==> config.mk <==
export PLATFORM = sky130hd
export DESIGN_NAME = exec_stage
export DESIGN_NICKNAME = d
export VERILOG_FILES = /design/src/cpu_cfg_pkg.sv /design/src/isa_pkg.sv /design/src/issue_ctrl.sv /design/src/reg_file.sv /design/src/alu.sv /design/src/branch_unit.sv /design/src/exec_result_reg.sv /design/src/exec_stage.sv
export SDC_FILE = /design/constraint.sdc
export NUM_CORES = 1
export LEC_CHECK = 0
export ABC_AREA = 1
export BUFFER_PORTS_ARGS = -buffer_cell sky130_fd_sc_hd__buf_4
export CELL_PAD_IN_SITES_DETAIL_PLACEMENT = 1
export CELL_PAD_IN_SITES_GLOBAL_PLACEMENT = 2
export CORE_AREA = 10 10 231 233
export CTS_CLUSTER_DIAMETER = 50
export DETAILED_ROUTE_END_ITERATION = 16
export DIE_AREA = 0 0 241 243
export PLACE_DENSITY_LB_ADDON = 0.25
export SYNTH_ARGS = -nofsm -noshare
export SYNTH_HDL_FRONTEND = slang
export SYNTH_SLANG_ARGS = --single-unit
==> constraint.sdc <==
create_clock -name i_clk -period 4.3 [get_ports i_clk]
set_input_delay 0.43 -clock i_clk [delete_from_list [all_inputs] [get_ports i_clk]]
set_output_delay 0.43 -clock i_clk [all_outputs]
set_load 0.02 [all_outputs]
==> src/cpu_cfg_pkg.sv <==
package cpu_cfg_pkg;

    // Default machine word width, passed down from the top level
    localparam int DATA_W = 16;

    // Default number of general registers
    localparam int REG_CNT = 8;

    // Width of a register select for a given register count
    // A single register still needs one select bit
    function automatic int reg_sel_w(input int count);
        int width;
        if (count > 1) begin
            width = $clog2(count);
        end else begin
            width = 1;
        end
        return width;
    endfunction

endpackage

==> src/isa_pkg.sv <==
package isa_pkg;

    // ALU operations as issued by the decoder
    typedef enum logic [3:0] {
        ALU_ADD    = 4'd0,
        ALU_ADC    = 4'd1,
        ALU_SUB    = 4'd2,
        ALU_SBC    = 4'd3,
        ALU_AND    = 4'd4,
        ALU_OR     = 4'd5,
        ALU_XOR    = 4'd6,
        ALU_SHL    = 4'd7,
        ALU_SHR    = 4'd8,
        ALU_ASR    = 4'd9,
        ALU_PASS_R = 4'd10
    } alu_mode_t;

    // Flag register layout
    localparam int FLAG_CNT = 5;
    localparam int FLAG_C   = 0;
    localparam int FLAG_Z   = 1;
    localparam int FLAG_N   = 2;
    localparam int FLAG_O   = 3;
    localparam int FLAG_P   = 4;

    // Top bit of a jump code marks a jump instruction
    localparam int JUMP_BIT_EN = 4;

    typedef enum logic [4:0] {
        JUMP_NONE   = 5'b00000,
        JUMP_UNCOND = 5'b10000,
        JUMP_CARRY  = 5'b10001,
        JUMP_EQUAL  = 5'b10010,
        JUMP_LT     = 5'b10011,
        JUMP_GT     = 5'b10100,
        JUMP_LE     = 5'b10101,
        JUMP_GE     = 5'b10110,
        JUMP_NE     = 5'b10111,
        JUMP_OVF    = 5'b11000,
        JUMP_PAR    = 5'b11001,
        JUMP_GTU    = 5'b11010,
        JUMP_GEU    = 5'b11011,
        JUMP_LEU    = 5'b11100
    } jump_code_t;

endpackage

==> src/issue_ctrl.sv <==
`timescale 1ns/1ps

module issue_ctrl
    import cpu_cfg_pkg::*;
#(
    parameter int REG_CNT = cpu_cfg_pkg::REG_CNT,
    localparam int SEL_W = reg_sel_w(REG_CNT)
) (
    input  logic               i_clk,
    input  logic               i_rst,
    input  logic               i_submit,
    input  logic               i_flush,
    input  logic               i_next_ready,
    input  logic [SEL_W-1:0]   i_l_sel,
    input  logic [SEL_W-1:0]   i_r_sel,
    input  logic [1:0]         i_used_operands,
    input  logic [REG_CNT-1:0] i_pending_ie,
    input  logic               i_pending_valid,
    output logic               o_ready,
    output logic               o_exec_submit
);

    logic hold_valid;
    logic next_ready_q;
    logic raw_hazard;
    logic new_valid;
    logic instr_valid;

    // Operand register still waiting for write-back downstream
    // Also covers the first cycle after next-stage ready rises again
    assign raw_hazard = ((i_used_operands[0] & i_pending_ie[i_l_sel]) |
                         (i_used_operands[1] & i_pending_ie[i_r_sel])) &
                        (i_pending_valid | ~next_ready_q);

    assign new_valid   = i_submit & ~i_flush;
    assign instr_valid = new_valid | (hold_valid & ~i_submit & ~i_flush);

    // Hazard only stalls, it never drops the instruction
    assign o_exec_submit = i_next_ready & instr_valid & ~raw_hazard;
    assign o_ready       = o_exec_submit | ~instr_valid;

    always_ff @(posedge i_clk) begin
        if (i_rst) begin
            hold_valid <= 1'b0;
        end else if (i_flush || o_exec_submit) begin
            hold_valid <= 1'b0;
        end else if (new_valid) begin
            hold_valid <= 1'b1;
        end
    end

    always_ff @(posedge i_clk) begin
        if (i_rst) begin
            next_ready_q <= 1'b0;
        end else begin
            next_ready_q <= i_next_ready;
        end
    end

    // A stalled instruction is remembered for the following cycle
    a_stall_is_held: assert property (
        @(posedge i_clk) disable iff (i_rst)
        (!o_ready && !i_flush) |=> hold_valid
    );

endmodule

==> src/reg_file.sv <==
`timescale 1ns/1ps

module reg_file
    import cpu_cfg_pkg::*;
#(
    parameter int DATA_W  = cpu_cfg_pkg::DATA_W,
    parameter int REG_CNT = cpu_cfg_pkg::REG_CNT,
    localparam int SEL_W = reg_sel_w(REG_CNT)
) (
    input  logic               i_clk,
    input  logic               i_rst,
    input  logic [REG_CNT-1:0] i_we_mask,
    input  logic [DATA_W-1:0]  i_wdata,
    input  logic [SEL_W-1:0]   i_l_sel,
    input  logic [SEL_W-1:0]   i_r_sel,
    output logic [DATA_W-1:0]  o_l_data,
    output logic [DATA_W-1:0]  o_r_data
);

    logic [DATA_W-1:0] regs [REG_CNT];

    // Write-back may load several registers at once
    always_ff @(posedge i_clk) begin
        if (i_rst) begin
            regs <= '{default: '0};
        end else begin
            for (int i = 0; i < REG_CNT; i++) begin
                if (i_we_mask[i]) begin
                    regs[i] <= i_wdata;
                end
            end
        end
    end

    assign o_l_data = regs[i_l_sel];
    assign o_r_data = regs[i_r_sel];

endmodule

==> src/alu.sv <==
`timescale 1ns/1ps

module alu
    import isa_pkg::*;
#(
    parameter int DATA_W = cpu_cfg_pkg::DATA_W
) (
    input  logic [DATA_W-1:0]   i_l,
    input  logic [DATA_W-1:0]   i_r,
    input  alu_mode_t           i_mode,
    input  logic                i_carry,
    output logic [DATA_W-1:0]   o_result,
    output logic [FLAG_CNT-1:0] o_flags
);

    localparam int SH_W = $clog2(DATA_W);
    localparam int MSB  = DATA_W - 1;

    logic [DATA_W:0]   sum;
    logic [SH_W-1:0]   shamt;
    logic [DATA_W-1:0] result;
    logic              carry;
    logic              ovf;

    assign shamt = i_r[SH_W-1:0];

    always_comb begin
        sum    = '0;
        result = '0;
        carry  = 1'b0;
        ovf    = 1'b0;
        case (i_mode)
            ALU_ADD, ALU_ADC: begin
                sum    = {1'b0, i_l} + {1'b0, i_r} +
                         (DATA_W + 1)'(i_mode == ALU_ADC && i_carry);
                result = sum[DATA_W-1:0];
                carry  = sum[DATA_W];
                ovf    = (i_l[MSB] == i_r[MSB]) && (result[MSB] != i_l[MSB]);
            end
            ALU_SUB, ALU_SBC: begin
                // Top bit of the wide difference is the borrow
                sum    = {1'b0, i_l} - {1'b0, i_r} -
                         (DATA_W + 1)'(i_mode == ALU_SBC && i_carry);
                result = sum[DATA_W-1:0];
                carry  = sum[DATA_W];
                ovf    = (i_l[MSB] != i_r[MSB]) && (result[MSB] != i_l[MSB]);
            end
            ALU_AND:    result = i_l & i_r;
            ALU_OR:     result = i_l | i_r;
            ALU_XOR:    result = i_l ^ i_r;
            ALU_SHL:    result = i_l << shamt;
            ALU_SHR:    result = i_l >> shamt;
            ALU_ASR:    result = DATA_W'($signed(i_l) >>> shamt);
            ALU_PASS_R: result = i_r;
            default:    result = '0;
        endcase
    end

    assign o_result        = result;
    assign o_flags[FLAG_C] = carry;
    assign o_flags[FLAG_Z] = ~|result;
    assign o_flags[FLAG_N] = result[MSB];
    assign o_flags[FLAG_O] = ovf;
    // Even parity, set when the count of ones is even
    assign o_flags[FLAG_P] = ~^result;

endmodule

==> src/branch_unit.sv <==
`timescale 1ns/1ps

module branch_unit
    import isa_pkg::*;
#(
    parameter int DATA_W = cpu_cfg_pkg::DATA_W
) (
    input  logic                i_clk,
    input  logic                i_rst,
    input  logic                i_exec_submit,
    input  jump_code_t          i_jump_code,
    input  logic                i_jmp_predict,
    input  logic                i_pc_inc,
    input  logic                i_flags_ie,
    input  logic                i_carry_en,
    input  logic [DATA_W-1:0]   i_alu_result,
    input  logic [FLAG_CNT-1:0] i_alu_flags,
    output logic                o_carry,
    output logic [DATA_W-1:0]   o_pc,
    output logic                o_flush
);

    logic [FLAG_CNT-1:0] flags_q;
    logic [DATA_W-1:0]   pc_q;
    logic                jump_valid;
    logic                cond_met;
    logic                jump_taken;
    logic                mispredict;

    assign o_carry = flags_q[FLAG_C] & i_carry_en;

    assign jump_valid = i_jump_code[JUMP_BIT_EN];

    // Conditions look at flags from earlier instructions only
    always_comb begin
        case (i_jump_code)
            JUMP_UNCOND: cond_met = 1'b1;
            JUMP_CARRY:  cond_met = flags_q[FLAG_C];
            JUMP_EQUAL:  cond_met = flags_q[FLAG_Z];
            JUMP_LT:     cond_met = flags_q[FLAG_N];
            JUMP_GT:     cond_met = ~(flags_q[FLAG_N] | flags_q[FLAG_Z]);
            JUMP_LE:     cond_met = flags_q[FLAG_N] | flags_q[FLAG_Z];
            JUMP_GE:     cond_met = ~flags_q[FLAG_N];
            JUMP_NE:     cond_met = ~flags_q[FLAG_Z];
            JUMP_OVF:    cond_met = flags_q[FLAG_O];
            JUMP_PAR:    cond_met = flags_q[FLAG_P];
            JUMP_GTU:    cond_met = ~(flags_q[FLAG_C] | flags_q[FLAG_Z]);
            JUMP_GEU:    cond_met = ~flags_q[FLAG_C];
            JUMP_LEU:    cond_met = flags_q[FLAG_C] | flags_q[FLAG_Z];
            default:     cond_met = 1'b0;
        endcase
    end

    assign jump_taken = jump_valid & cond_met;
    assign mispredict = jump_valid & (cond_met ^ i_jmp_predict);

    always_ff @(posedge i_clk) begin
        if (i_rst) begin
            flags_q <= '0;
        end else if (i_exec_submit && i_flags_ie) begin
            flags_q <= i_alu_flags;
        end
    end

    // Jump target comes through the ALU
    always_ff @(posedge i_clk) begin
        if (i_rst) begin
            pc_q <= '0;
        end else if (i_exec_submit) begin
            if (jump_taken) begin
                pc_q <= i_alu_result;
            end else if (i_pc_inc) begin
                pc_q <= pc_q + DATA_W'(1);
            end
        end
    end

    // Flush the earlier stages one cycle after a wrong guess
    always_ff @(posedge i_clk) begin
        if (i_rst) begin
            o_flush <= 1'b0;
        end else begin
            o_flush <= mispredict & i_exec_submit;
        end
    end

    assign o_pc = pc_q;

    a_flush_after_submit: assert property (
        @(posedge i_clk) disable iff (i_rst)
        o_flush |-> $past(i_exec_submit)
    );

endmodule

==> src/exec_result_reg.sv <==
`timescale 1ns/1ps

module exec_result_reg #(
    parameter int DATA_W  = cpu_cfg_pkg::DATA_W,
    parameter int REG_CNT = cpu_cfg_pkg::REG_CNT
) (
    input  logic               i_clk,
    input  logic               i_rst,
    input  logic               i_exec_submit,
    input  logic [DATA_W-1:0]  i_alu_result,
    input  logic [DATA_W-1:0]  i_r_data,
    input  logic [REG_CNT-1:0] i_rf_ie,
    input  logic               i_mem_access,
    input  logic               i_mem_we,
    input  logic               i_mem_width,
    output logic [DATA_W-1:0]  o_addr,
    output logic [DATA_W-1:0]  o_data,
    output logic [REG_CNT-1:0] o_reg_ie,
    output logic               o_mem_access,
    output logic               o_mem_we,
    output logic               o_mem_width,
    output logic               o_submit
);

    // Payload fields
    always_ff @(posedge i_clk) begin
        if (i_exec_submit) begin
            o_addr      <= i_alu_result;
            o_data      <= i_mem_access ? i_r_data : i_alu_result;
            o_mem_width <= i_mem_width;
        end
    end

    // Write mask is also watched by the hazard check
    always_ff @(posedge i_clk) begin
        if (i_rst) begin
            o_reg_ie     <= '0;
            o_mem_access <= 1'b0;
            o_mem_we     <= 1'b0;
            o_submit     <= 1'b0;
        end else begin
            o_submit <= i_exec_submit;
            if (i_exec_submit) begin
                o_reg_ie     <= i_rf_ie;
                o_mem_access <= i_mem_access;
                o_mem_we     <= i_mem_we;
            end
        end
    end

    a_single_submit: assert property (
        @(posedge i_clk) disable iff (i_rst)
        (o_submit && $past(o_submit)) |-> ($past(i_exec_submit) && $past(i_exec_submit, 2))
    );

endmodule

==> src/exec_stage.sv <==
`timescale 1ns/1ps

module exec_stage
    import cpu_cfg_pkg::*;
    import isa_pkg::*;
#(
    parameter int DATA_W  = cpu_cfg_pkg::DATA_W,
    parameter int REG_CNT = cpu_cfg_pkg::REG_CNT,
    localparam int SEL_W = reg_sel_w(REG_CNT)
) (
    input  logic               i_clk,
    input  logic               i_rst,
    input  logic               i_submit,
    input  logic               i_flush,
    input  logic [DATA_W-1:0]  i_imm,
    input  logic               i_jmp_predict,
    input  logic               i_pc_inc,
    input  logic               i_r_bus_imm,
    input  alu_mode_t          i_alu_mode,
    input  logic               i_carry_en,
    input  logic               i_flags_ie,
    input  logic [SEL_W-1:0]   i_l_sel,
    input  logic [SEL_W-1:0]   i_r_sel,
    input  logic [REG_CNT-1:0] i_rf_ie,
    input  jump_code_t         i_jump_code,
    input  logic               i_mem_access,
    input  logic               i_mem_we,
    input  logic               i_mem_width,
    input  logic [1:0]         i_used_operands,
    input  logic               i_next_ready,
    input  logic [REG_CNT-1:0] i_reg_ie,
    input  logic [DATA_W-1:0]  i_reg_data,
    output logic               o_ready,
    output logic               o_flush,
    output logic [DATA_W-1:0]  o_exec_pc,
    output logic [DATA_W-1:0]  o_addr,
    output logic [DATA_W-1:0]  o_data,
    output logic [REG_CNT-1:0] o_reg_ie,
    output logic               o_mem_access,
    output logic               o_mem_we,
    output logic               o_mem_width,
    output logic               o_submit
);

    logic                exec_submit;
    logic [DATA_W-1:0]   l_data;
    logic [DATA_W-1:0]   r_data;
    logic [DATA_W-1:0]   alu_r;
    logic [DATA_W-1:0]   alu_result;
    logic [FLAG_CNT-1:0] alu_flags;
    logic                alu_carry;

    // Right operand comes from the immediate or from the register file
    assign alu_r = i_r_bus_imm ? i_imm : r_data;

    issue_ctrl #(
        .REG_CNT(REG_CNT)
    ) issue_ctrl_i (
        .i_clk(i_clk), .i_rst(i_rst), .i_submit(i_submit), .i_flush(i_flush),
        .i_next_ready(i_next_ready), .i_l_sel(i_l_sel), .i_r_sel(i_r_sel),
        .i_used_operands(i_used_operands), .i_pending_ie(o_reg_ie),
        .i_pending_valid(o_submit), .o_ready(o_ready), .o_exec_submit(exec_submit)
    );

    reg_file #(
        .DATA_W(DATA_W), .REG_CNT(REG_CNT)
    ) reg_file_i (
        .i_clk(i_clk), .i_rst(i_rst), .i_we_mask(i_reg_ie), .i_wdata(i_reg_data),
        .i_l_sel(i_l_sel), .i_r_sel(i_r_sel), .o_l_data(l_data), .o_r_data(r_data)
    );

    alu #(
        .DATA_W(DATA_W)
    ) alu_i (
        .i_l(l_data), .i_r(alu_r), .i_mode(i_alu_mode), .i_carry(alu_carry),
        .o_result(alu_result), .o_flags(alu_flags)
    );

    branch_unit #(
        .DATA_W(DATA_W)
    ) branch_unit_i (
        .i_clk(i_clk), .i_rst(i_rst), .i_exec_submit(exec_submit),
        .i_jump_code(i_jump_code), .i_jmp_predict(i_jmp_predict), .i_pc_inc(i_pc_inc),
        .i_flags_ie(i_flags_ie), .i_carry_en(i_carry_en), .i_alu_result(alu_result),
        .i_alu_flags(alu_flags), .o_carry(alu_carry), .o_pc(o_exec_pc), .o_flush(o_flush)
    );

    exec_result_reg #(
        .DATA_W(DATA_W), .REG_CNT(REG_CNT)
    ) exec_result_reg_i (
        .i_clk(i_clk), .i_rst(i_rst), .i_exec_submit(exec_submit),
        .i_alu_result(alu_result), .i_r_data(r_data), .i_rf_ie(i_rf_ie),
        .i_mem_access(i_mem_access), .i_mem_we(i_mem_we), .i_mem_width(i_mem_width),
        .o_addr(o_addr), .o_data(o_data), .o_reg_ie(o_reg_ie),
        .o_mem_access(o_mem_access), .o_mem_we(o_mem_we), .o_mem_width(o_mem_width),
        .o_submit(o_submit)
    );

endmodule

After elaboration in Yosys (flattened, before gate mapping)
Cells that the tools add are included.
Storage, ports and cells
  flip-flop bits (word level): 196
  latch bits: 0
  bits in writable memories: 0
  bits in read-only memories: 0
  input bits: 78
  output and inout port bits: 62
  logic and storage cells: 126
  memories: 0
Cells by class
  $add $sub $neg: 5
  multipliers: 0
  div/mod/pow operators: 0
  order comparisons: 4
  equality and inequality tests: 27
  shifts and indexed selects: 3
  muxes and demuxes: 18
  bitwise gates (word level): 34
  reduce and logical (&&, ||, !) cells: 15
Operators by type and width (count)
  $pmux W16 S9: 1
  $mux W16: 8
  $bmux W16 S3: 2
  $eq A5 B5 Y1 const B: 13
  $add A16 B16 Y17: 1
  $add A17 B1 Y17: 1
  $sub A16 B16 Y17: 1
  $sub A17 B1 Y17: 1
  $add A16 B1 Y16 const B: 1
  $and A16 B16 Y16: 1
  $eq A4 B3 Y1 const B: 4
  $or A16 B16 Y16: 1
  $reduce_or A16 Y1: 1
  $reduce_xnor A16 Y1: 1
  $shl A16 B4 Y16: 1
  $shr A16 B4 Y16: 1
  $sshr A16 B4 Y16: 1
  $xor A16 B16 Y16: 1
  $pmux W1 S13: 1
  $and A1 B1 Y1: 12
  $eq A4 B4 Y1 const B: 3
  $not A1 Y1: 10
  $eq A4 B2 Y1 const B: 2
  $ge A4 B4 Y1 const B: 2
  other kinds (17): 35

Longest topological paths before layout
Gate-level depths: netlist of the first run.
  depth after elaboration: 10
  depth in mapped cells: 32
  depth with buffers taken out: 29

Cells and area by module
Synthesis of the first run repeated with hierarchy kept, for this count alone.
Second synthesis, totals
  cells, all modules: 2709
  area total of the unflattened synthesis: 16249.3 µm²
By module, submodules not included
  reg_file: times used 1, cells each 1170, area each 7322.0 µm², sequential area each 2562.5 µm²
  alu: times used 1, cells each 1014, area each 5112.4 µm², sequential area each 0.0 µm²
  exec_result_reg: times used 1, cells each 150, area each 1654.1 µm², sequential area each 1211.2 µm²
  branch_unit: times used 1, cells each 264, area each 1604.0 µm², sequential area each 440.4 µm²
  issue_ctrl: times used 1, cells each 59, area each 312.8 µm², sequential area each 40.0 µm²
  exec_stage: times used 1, cells each 52, area each 244.0 µm², sequential area each 0.0 µm²

Least setup slack after synthesis of the first run
OpenSTA, ideal clock, no wires.
  path type: input-to-reg
  start: input i_l_sel[0]
  end: register branch_unit_i.flags_q[4]
  library setup time: 70 ps
  arrival: 4176 ps
  data required time: 4230 ps
  setup slack: 54 ps
  stages on the path: 29
  path buffers: 3
  cells stage by stage: buf_6 > buf_6 > buf_4 > o21ai_0 > nand2_1 > o21ai_2 > inv_1 > fa_1 > fa_1 > nand2_1 > inv_1 > o21ai_0 > nand2_1 > inv_1 > o21ai_0 > nand3_1 > nand2_1 > nand2_1 > nand3_1 > nand3_1 > nor2_1 > nand2_1 > inv_1 > ha_1 > xnor2_1 > xnor2_1 > xnor2_1 > nand2_1 > a21oi_1
On the way
  longest elaborated chain between the ends: 8
  elaborated cells between the ends (all ways): 24
  those cells by class: add/sub: 4; shift: 3; mux: 6; bitwise: 9; reduce/logical: 2
RTL lines
  start, declared: RTL line exec_stage.sv:22  | input logic [SEL_W-1:0] i_l_sel,
  $not A3 Y4 (implied by the code) (*): RTL line reg_file.sv:35  | assign o_l_data = regs[i_l_sel];
  $bmux W16 S3 (*): RTL line reg_file.sv:35
  $mux W16 (implied by the code) (*) (2 in a row): RTL line reg_file.sv:35
  $sub A16 B16 Y17 / $add A16 B16 Y17 (equally long branches): RTL line alu.sv:42, alu.sv:34
  $sub A17 B1 Y17 / $add A17 B1 Y17 (equally long branches): RTL line alu.sv:42, alu.sv:34
  $pmux W16 S9 (*): RTL line alu.sv:32  | case (i_mode)
  named net alu_i.o_result[14]: RTL line alu.sv:12  | output logic [DATA_W-1:0] o_result,
  $reduce_xnor A16 Y1 (*): RTL line alu.sv:65  | assign o_flags[FLAG_P] = ~^result;
  end signal, assigned: RTL line branch_unit.sv:61  | flags_q <= i_alu_flags;
  end, declared: RTL line branch_unit.sv:23  | logic [FLAG_CNT-1:0] flags_q;
The timed path passes the listed nets; every way through them passes the cells marked *. The select of a mux whose other input is x is not followed.
A chain may end at the register's enable or synchronous reset.

Worst setup path in the final report of the first run
  start: register reg_file_i.regs[35] (netlist name)
  end: register branch_unit_i.flags_q[4]
On the way
  longest elaborated chain between the ends: 8
  elaborated cells between the ends (all ways): 19
  those cells by class: add/sub: 4; shift: 3; mux: 8; bitwise: 3; reduce/logical: 1
RTL lines
  start, declared: RTL line reg_file.sv:20  | logic [DATA_W-1:0] regs [REG_CNT];
  start signal, assigned by index: RTL line reg_file.sv:29  | regs[i] <= i_wdata;
  $bmux W16 S3: RTL line reg_file.sv:36  | assign o_r_data = regs[i_r_sel];
  $mux W16 (implied by the code) (2 in a row): RTL line reg_file.sv:36
  $mux W16: RTL line exec_stage.sv:54  | assign alu_r = i_r_bus_imm ? i_imm : r_data;
  $sub A16 B16 Y17 / $add A16 B16 Y17 (equally long branches): RTL line alu.sv:42, alu.sv:34
  $sub A17 B1 Y17 / $add A17 B1 Y17 (equally long branches): RTL line alu.sv:42, alu.sv:34
  $pmux W16 S9 (*): RTL line alu.sv:32
  named net alu_i.o_result[4]: RTL line alu.sv:12
  $reduce_xnor A16 Y1 (*): RTL line alu.sv:65
Marks and branches as above.

==> results.md, run 1 <==
Placement:
- The placed instances occupy a cell area of roughly 18000 um^2.
- The wire-length estimate of the detail-placed layout is between 50 and 60 mm.
- Input and output buffers added on the ports amount to about 140.
- The congestion estimate from routability-driven global placement came to roughly 0.95.

STA:
- The final clock period utilization by the worst path is roughly 94%.
- The final-layout worst hold slack is approximately 0.12 ns.
- The slew at the pin closest to its max-slew limit is between 1 and 1.5 ns.
- The number of hold violations in the final report is 0.
- The time the final worst path needs with I/O delays and setup is just over 4 ns.
- Setup violations remaining at the end of the flow were counted as 0.
- The worst pin sits at a relative slew slack of between 10% and 20%.
- Based on the critical path, the design can be clocked at up to approximately 250 MHz.
- The count of pins over their slew limit is 0.
- Clock skew on the completed layout was measured at 0.0179 ns.

Layout:
- In the final layout, flip-flops and latches occupy 4250 um^2.
- Cells fill about two fifths of the core in the end.
- The post-route netlist has between 20% and 30% of its cells at a drive strength greater than 1.
- The finished layout cell area is 19000 um^2.
- The layout overhead on the synthesized area is 31.0%.
- The number of fill cells in the layout is roughly 6300.
- The footprint of the multi-input gates is a little over 9000 um^2.
- The final layout contains about 2700 nets.

Worst setup path:
- The setup slack of the worst register-to-register path is around 0.25 ns.
- The critical path is of the reg -> reg type.
- Data on the critical path arrives at its endpoint at roughly 4.5 ns.
- STA classifies the critical path startpoint as a register.
- The maximum fanout encountered on the critical timing path is 4.
- The worst setup path is captured at a register.
- The required time of the critical path is approximately 4.7 ns.

Route:
- The via density per instance is roughly 5.2.
- The via count is between 15000 and 20000.
- The post-route DRC violation count is 0.
- In the final routed layout, each cell accounts on average for about 22 um.
- For this run, the detailed router's first-pass iteration total came to 5.
- The number of DRC markers in iteration 0 is around 890.
- The post-detailed-routing wire length is between 60 and 70 mm.
- The remaining antenna violation count after routing is 0.

Run status:
- The run finished with clean final reports.

Floorplanning:
- From bottom edge to top edge, the die measures 243 um.
- The effective utilization at floorplan is roughly 30%.
- The core region is 48600 um^2.
- The number of top-level design ports is 140.
- From left edge to right edge, the die measures around 240 um.
- The area enclosed by the die boundary is roughly 59000 um^2.
- The floorplan has 81 rows.

Clock network:
- The H-tree level count is 4.
- The insertion delay to the later sink of the worst-skew pair is around 0.50 ns.
- TritonCTS created 17 clock buffers.
- The register clock-pin slew on the reported worst setup and hold paths is about 0.080 ns.
- The clock sink total is slightly below 200.
- The number of buffers between clock root and the deepest sink is 2.
- The clock tree from TritonCTS is done.
- Clock tree synthesis selected as its root buffer the cell clkbuf_16.

Flow run:
- The count of maximum capacitance violations is 0.

Synth:
- The netlist area before placement is 14500 um^2.
- Of the total synthesized cell area, the portion taken by full adders, half adders and majority gates is 6.59%.
- When the netlist entered floorplanning its net count stood at about 2400.
- The portion of netlist area occupied by mux cells is 0%.
- The number of distinct library cell variants in the gate-level netlist after synthesis is 53.
- Sequential elements use a little under 30% of the synthesized area.
- The xor/xnor cell area share of the yosys netlist is approximately 1.4%.
- The gate count after technology mapping is ~2200.
- The share of synthesized cell area in and, or, nand and nor gates is approximately 28%.
- In this run the mean area of a mapped cell was roughly 6.5 um^2.
- The total number of yosys warnings is 0.
- The main combinational cell family by area after synthesis is simple AND/OR/NAND/NOR gates.
- The number of register bits inferred by synthesis is between 150 and 200.
- The post-synthesis compound-gate area fraction is roughly a quarter.

GRT:
- The initial antenna violation count was 5.
- The maximum number of pins on one net before global-route repair is between 100 and 150.
- The global routing usage summed across all routing layers is 23.5%.
- Summed over all layers, the global routing overflow is 0.
- The via count of the first global-routing pass is ~17000.
- The global-route wire length before repair is ~100 mm.

Pwr:
- The static power due to leakage is between 8 and 9 nW.
- The total power density per cell area is approximately 350 nW/um^2.
- IR analysis of the VDD net gives a maximum drop of 0.263 mV.

Min path:
- The path class of the tightest hold or removal check is in -> reg.
==> metrics by stage <==
stage | setup TNS (ns) | instances | power [mW] | setup slack [ns]
floorplan | 0 | 2232 | 3.50 | 0.0537
global route | -0.0525 | 3204 | 7.03 | -0.0525
finish | 0 | 3205 | 6.65 | 0.250
detailed placement | -0.881 | 3162 | 4.81 | -0.575
global placement | -0.670 | 3162 | 4.76 | -0.470
CTS | 0 | 3194 | 6.53 | 0.0221
==> critical path, stage by stage (launching register included) <==
cell	delay (ns)
dfxtp_1	0.32
inv_1	0.06
a21oi_1	0.13
o21ai_0	0.10
nand3_1	0.10
nand3_1	0.12
nand2_4	0.13
inv_2	0.05
ha_1	0.33
ha_4	0.32
inv_1	0.09
buf_4	0.14
o21bai_1	0.15
a21oi_1	0.09
o21ai_0	0.10
o2111ai_1	0.18
nor2_1	0.18
o211ai_1	0.19
inv_1	0.15
nand2_2	0.08
inv_1	0.06
ha_1	0.25
xnor2_2	0.14
xnor2_1	0.18
xnor2_1	0.15
nand2_1	0.09
a21oi_2	0.13
==> cell type report <==
class | count | share of cell area [%]
Sequential cell | 196 | 22.4
Multi-Input combinational cell | 1700 | 47.9
Clock inverter | 15 | 0.896
Tap cell | 622 | 4.10
Clock buffer | 17 | 2.24
Inverter | 214 | 4.24
Antenna cell | 3 | 0.0395
Timing Repair Buffer | 438 | 18.2
==> worst paths after layout <==
path,from,to,cells after the start
worst max-delay path,reg_file_i.regs[35]$_SDFFE_PP0P_,branch_unit_i.flags_q[4]$_SDFFE_PP0P_,26
worst max register to register,reg_file_i.regs[35]$_SDFFE_PP0P_,branch_unit_i.flags_q[4]$_SDFFE_PP0P_,26
worst min-delay path,i_mem_width,exec_result_reg_i.o_mem_width$_DFFE_PP_,1
worst min register to register,reg_file_i.regs[54]$_SDFFE_PP0P_,reg_file_i.regs[54]$_SDFFE_PP0P_,2
==> sequential cells by signal, summed over array words and instances, names as in the netlist <==
signal	flops
reg_file_i.regs	128
branch_unit_i.o_pc	16
exec_result_reg_i.o_addr	16
exec_result_reg_i.o_data	16
exec_result_reg_i.o_reg_ie	8
branch_unit_i.flags_q	5
branch_unit_i.o_flush	1
exec_result_reg_i.o_mem_access	1
exec_result_reg_i.o_mem_we	1
exec_result_reg_i.o_mem_width	1
exec_result_reg_i.o_submit	1
issue_ctrl_i.hold_valid	1
issue_ctrl_i.next_ready_q	1
==> layout by cell type (no fill, tap or decap), types with 19 or more instances in the layout <==
cell      count
a21oi_1     198
buf_4       424
dfxtp_1     163
edfxtp_1     33
ha_1         59
inv_1       189
inv_2        19
nand2_1     427
nand3_1     198
nor2_1      269
o211ai_1     45
o21ai_0     256
o21ai_1      53
==> power breakdown <==
group	total [mW]	switching, mW	internal [mW]
Clock	1.68	0.812	0.869
Sequential	2.06	0.0677	1.99
Combinational	2.91	1.69	1.21
==> logic make-up after synthesis <==
family / after synthesis
simple gates: 974
flops: 196
xor+xnor: 23
buf+inv: 336
fa+ha+maj: 74
compound gates: 629
==> Yosys cell counts, drive strengths merged <==
master,n,area share [%]
o21ai,332,12
nand4,12,0.52
and3,1,0.043
buf,73,3.5
nor3b,1,0.052
nand3,212,7.8
o2111ai,3,0.18
o211ai,45,2.3
nand2,449,12
nor3,11,0.38
o22ai,5,0.22
edfxtp,33,6.8
nor2,280,7.3
o31a,1,0.060
a2111oi,1,0.069
nor4,2,0.086
xor2,14,0.85
nand3b,3,0.16
and2,1,0.043
o221ai,8,0.48
clkbuf,49,1.3
or2,2,0.086
a21oi,210,7.3
a21o,4,0.21
a22oi,1,0.086
ha,70,6.0
o21bai,2,0.10
a211oi,2,0.10
dfxtp,163,23
fa,4,0.55
a221oi,6,0.36
o21a,4,0.21
xnor2,9,0.54
a21boi,1,0.13
inv,209,5.4
a31oi,1,0.043
o211a,3,0.21
clkinv,5,0.13
==> routing by layer <==
| metal | up-vias | share of wire, % | GRT usage [%] |
|---|---|---|---|
| met5 | - | 0.020 | 0 |
| met4 | 2 | 3.9 | 10.0 |
| met3 | 106 | 3.9 | 3.59 |
| met2 | 334 | 48 | 39.8 |
| met1 | 8092 | 44 | 29.0 |
| li1 | 8169 | - | - |
==> timing repair <==
item                                    in CTS  in global routing
cloned                                       0                  0
hold buffers                                 0                  0
setup buffers                                0                  8
pin swaps                                    0                 34
resized for setup                            5                 83
endpoints found under the setup margin       1                  2
No activity file was read; power rests on OpenSTA's default activity.
==> run 2, diff against run 1 <==
--- a/config.mk
+++ b/config.mk
@@ -9,10 +9,11 @@
 export BUFFER_PORTS_ARGS = -buffer_cell sky130_fd_sc_hd__buf_4
 export CELL_PAD_IN_SITES_DETAIL_PLACEMENT = 1
 export CELL_PAD_IN_SITES_GLOBAL_PLACEMENT = 2
-export CORE_AREA = 10 10 231 233
+export CORE_AREA = 10 10 228 230
+export CTS_BUF_LIST = sky130_fd_sc_hd__clkbuf_4 sky130_fd_sc_hd__clkbuf_8
 export CTS_CLUSTER_DIAMETER = 50
 export DETAILED_ROUTE_END_ITERATION = 16
-export DIE_AREA = 0 0 241 243
+export DIE_AREA = 0 0 238 240
 export PLACE_DENSITY_LB_ADDON = 0.25
 export SYNTH_ARGS = -nofsm -noshare
 export SYNTH_HDL_FRONTEND = slang
==> results.md, run 2 (synthesized netlist as in run 1, its figures left out) <==
Route:
- The post-route DRC violation count is 0 (unchanged).
- The wire length per cell after detailed routing came to 21.4 um (-1.4%).
- The via density per instance came to 5.24 (+0.62%).
- The remaining antenna violation count after routing is 0 (unchanged).
- The number of DRC markers in iteration 0 is 1058 (+18%).
- The first-pass iteration count of the detailed router came to 5 (unchanged).
- The via count is 16922 (+1.3%).
- The post-detailed-routing wire length is 69.1 mm (-0.77%).

Clock network:
- The insertion delay to the later sink of the worst-skew pair is 0.57 ns (+0.07 ns).
- The root buffer cell is clkbuf_8.
- The H-tree level count is 4 (unchanged).
- The register clock-pin slew on the reported worst setup and hold paths was 0.11 ns (+0.03 ns).
- The clock tree from TritonCTS is done.
- The TritonCTS buffer count is 17 (unchanged).
- The clock sink total came to 196 (unchanged).
- The number of buffers between clock root and the deepest sink is 2 (unchanged).

Layout:
- The number of flip-flops under the largest register name was 128 (unchanged).
- The fraction of layout cells with a size suffix above 1 was 24.8% (+1.7 points).
- From synthesis to final layout, the design area changed by 32.4%.
- Leaving out fill and tap cells, the most frequent cell in the layout is buf_4.
- The top cell types in the final layout, fill and taps aside, are buf_4, nand2_1, nor2_1, o21ai_0, a21oi_1.
- The diode insertion count for antenna repair came to 0 (-3).
- The finished layout cell area is 19200 um^2 (+1.1%).
- The number of nets in the layout is 2751 (+1.2%).
- Ranked by flip-flop count, first place goes to reg_file_i.regs.

Worst setup path:
- The required time of the critical path is 4.80 ns (+0.06 ns).
- The kind of launch point of the worst setup path is a register.
- The data arrival time of the worst path was 4.57 ns (+0.08 ns).
- By startpoint and endpoint, the worst setup path is classified as reg -> reg.
- The sort of element at the end of the critical path is a register.
- The maximum fanout encountered on the critical timing path is 4 (unchanged).

Floorplanning:
- The effective utilization at floorplan was 30.6% (+0.82 points).
- The number of top-level design ports is 140 (unchanged).
- The area enclosed by the die boundary is 57100 um^2 (-2.5%).
- The overall die height was 240 um (-1.2%).
- The x dimension of the die is 238 um (-1.2%).
- The area of the placeable core was 47300 um^2 (-2.7%).
- The standard-cell row count is 80 (-1.2%).

Pwr:
- The total power density per cell area is 330 nW/um^2 (-5.6%).
- The maximum resistive drop on vdd came to 0.181 mV (-31%).
- The static power due to leakage is 8.74 nW (+1.4%).

STA:
- The count of pins over their slew limit came to 0 (unchanged).
- The slew at the pin closest to its max-slew limit was 1.10 ns (-0.123 ns).
- The worst slew slack as a fraction of its limit is 26.9% (+8.2 points).
- The number of hold violations in the final report came to 0 (unchanged).
- The time the final worst path needs with I/O delays and setup is 4.07 ns (+0.0198 ns).
- The final clock period utilization by the worst path came to 94.6% (+0.46 points).
- The slack of the critical path is 0.230 ns (-0.0198 ns).
- The upper clock frequency limit is 246 MHz (-0.49%).
- The post-route clock skew is 0.0265 ns (+0.00855 ns).
- The final number of setup-violating endpoints is 0 (unchanged).

Flow run:
- The count of maximum capacitance violations is 0 (unchanged).

Placement:
- The total of buffers placed on input and output ports is 139 (unchanged).
- The routability-driven placement congestion ratio is 0.918 (-3.5%).
- The worst setup slack before clock tree synthesis is -0.562 ns (+0.0128 ns).
- The placed standard-cell area came to 18200 um^2 (+1.1%).
- The half-perimeter wire length after placement is 53.5 mm (-1.8%).

GRT:
- The final global-route overflow total came to 0 (unchanged).
- The initial antenna violation count is 2 (-3).
- The global-route wire length before repair is 103 mm (-1.6%).
- The maximum number of pins on one net before global-route repair came to 83 (-40%).
- The global routing usage summed across all routing layers came to 23.7% (+0.14 points).
- The via count of the first global-routing pass is 16995 (-1.4%).

Min path:
- The worst min-delay path class is in -> reg.

Run status:
- The flow ran to the end, and the final reports show no timing, DRC or antenna violations.
==> run 2: cell types whose count changed in the layout (fill, tap and decap cells not counted), sizes merged <==
cell / previous run / this run
buf: 438 / 469
inv: 213 / 217
clkinvlp: 3 / 0
diode: 3 / 0
bufinv: 2 / 0
clkbuf: 17 / 18
dlygate4sd3: 0 / 1
==> run 2: worst paths after layout <==
| kind | slack, ns | end | depth (start not counted) | from |
|---|---|---|---|---|
| min reg2reg | 0.48 | reg_file_i.regs[67]$_SDFFE_PP0P_ | 2 | reg_file_i.regs[67]$_SDFFE_PP0P_ |
| min | 0.11 | issue_ctrl_i.next_ready_q$_SDFF_PP0_ | 3 | i_next_ready |
| max | 0.23 | branch_unit_i.flags_q[4]$_SDFFE_PP0P_ | 27 | reg_file_i.regs[3]$_SDFFE_PP0P_ |
| max reg2reg | 0.23 | branch_unit_i.flags_q[4]$_SDFFE_PP0P_ | 27 | reg_file_i.regs[3]$_SDFFE_PP0P_ |
==> run 2: cell type report <==
type / instances / area (um^2)
Multi-Input combinational cell: 1700 / 9220
Timing Repair Buffer: 470 / 3750
Clock buffer: 18 / 241
Tap cell: 615 / 769
Clock inverter: 14 / 139
Fill cell: 6129 / 28200
Sequential cell: 196 / 4260
Inverter: 214 / 807
==> run 2: worst max-delay path: stages, from the launching register on <==
cell and delay, ns:
dfxtp_1 0.32, inv_1 0.07, buf_4 0.11, nand2_1 0.04, o211ai_1 0.10, nand3_1 0.16, o21ai_4 0.15, buf_6 0.14
ha_2 0.17, inv_1 0.06, ha_4 0.29, buf_4 0.12, nand4_1 0.14, o21ai_4 0.26, inv_2 0.08, o21ai_4 0.18
and2_4 0.16, nor2_1 0.05, nor2_1 0.14, buf_4 0.16, nand3_2 0.08, inv_1 0.10, ha_4 0.21, xor2_2 0.19
xnor2_2 0.15, xnor2_1 0.17, nand2_1 0.09, a21oi_2 0.13
==> run 2: power by group <==
part	switching (mW)	internal [mW]	leakage, nW
Clock	0.792	0.436	0.199
Combinational	1.74	1.32	6.89
Sequential	0.0675	1.99	1.65
==> run 2: what timing repair did <==
| item | CTS | global route |
|---|---|---|
| gates resized for setup | 8 | 116 |
| setup endpoints to repair | 2 | 2 |
| hold endpoints to repair | 1 | 0 |
| setup buffers | 5 | 14 |
| hold buffers | 1 | 0 |
| pin swaps | 4 | 53 |
==> run 2: routing by layer <==
layer	global-route usage, %	up-vias	wire (um)
met4	9.09	0	2520
met1	28.9	8244	29400
li1	-	8204	-
met2	41.1	376	34000
met5	0	-	0
met3	3.80	98	3290
==> run 2: metrics by stage <==
stage          setup TNS (ns)  total power, mW  std cells  hold slack, ns  util [%]
6_report                    0             6.34       3227           0.108      40.5
5_1_grt               -0.0373             6.74       3227          0.0916      40.5
4_1_cts                     0             6.09       3213          0.0568      39.3
3_5_place_dp            -1.03             4.81       3175           0.465      38.4
3_3_place_gp           -0.824             4.74       3175           0.458      38.4
2_1_floorplan               0             3.50       2232           0.441         -
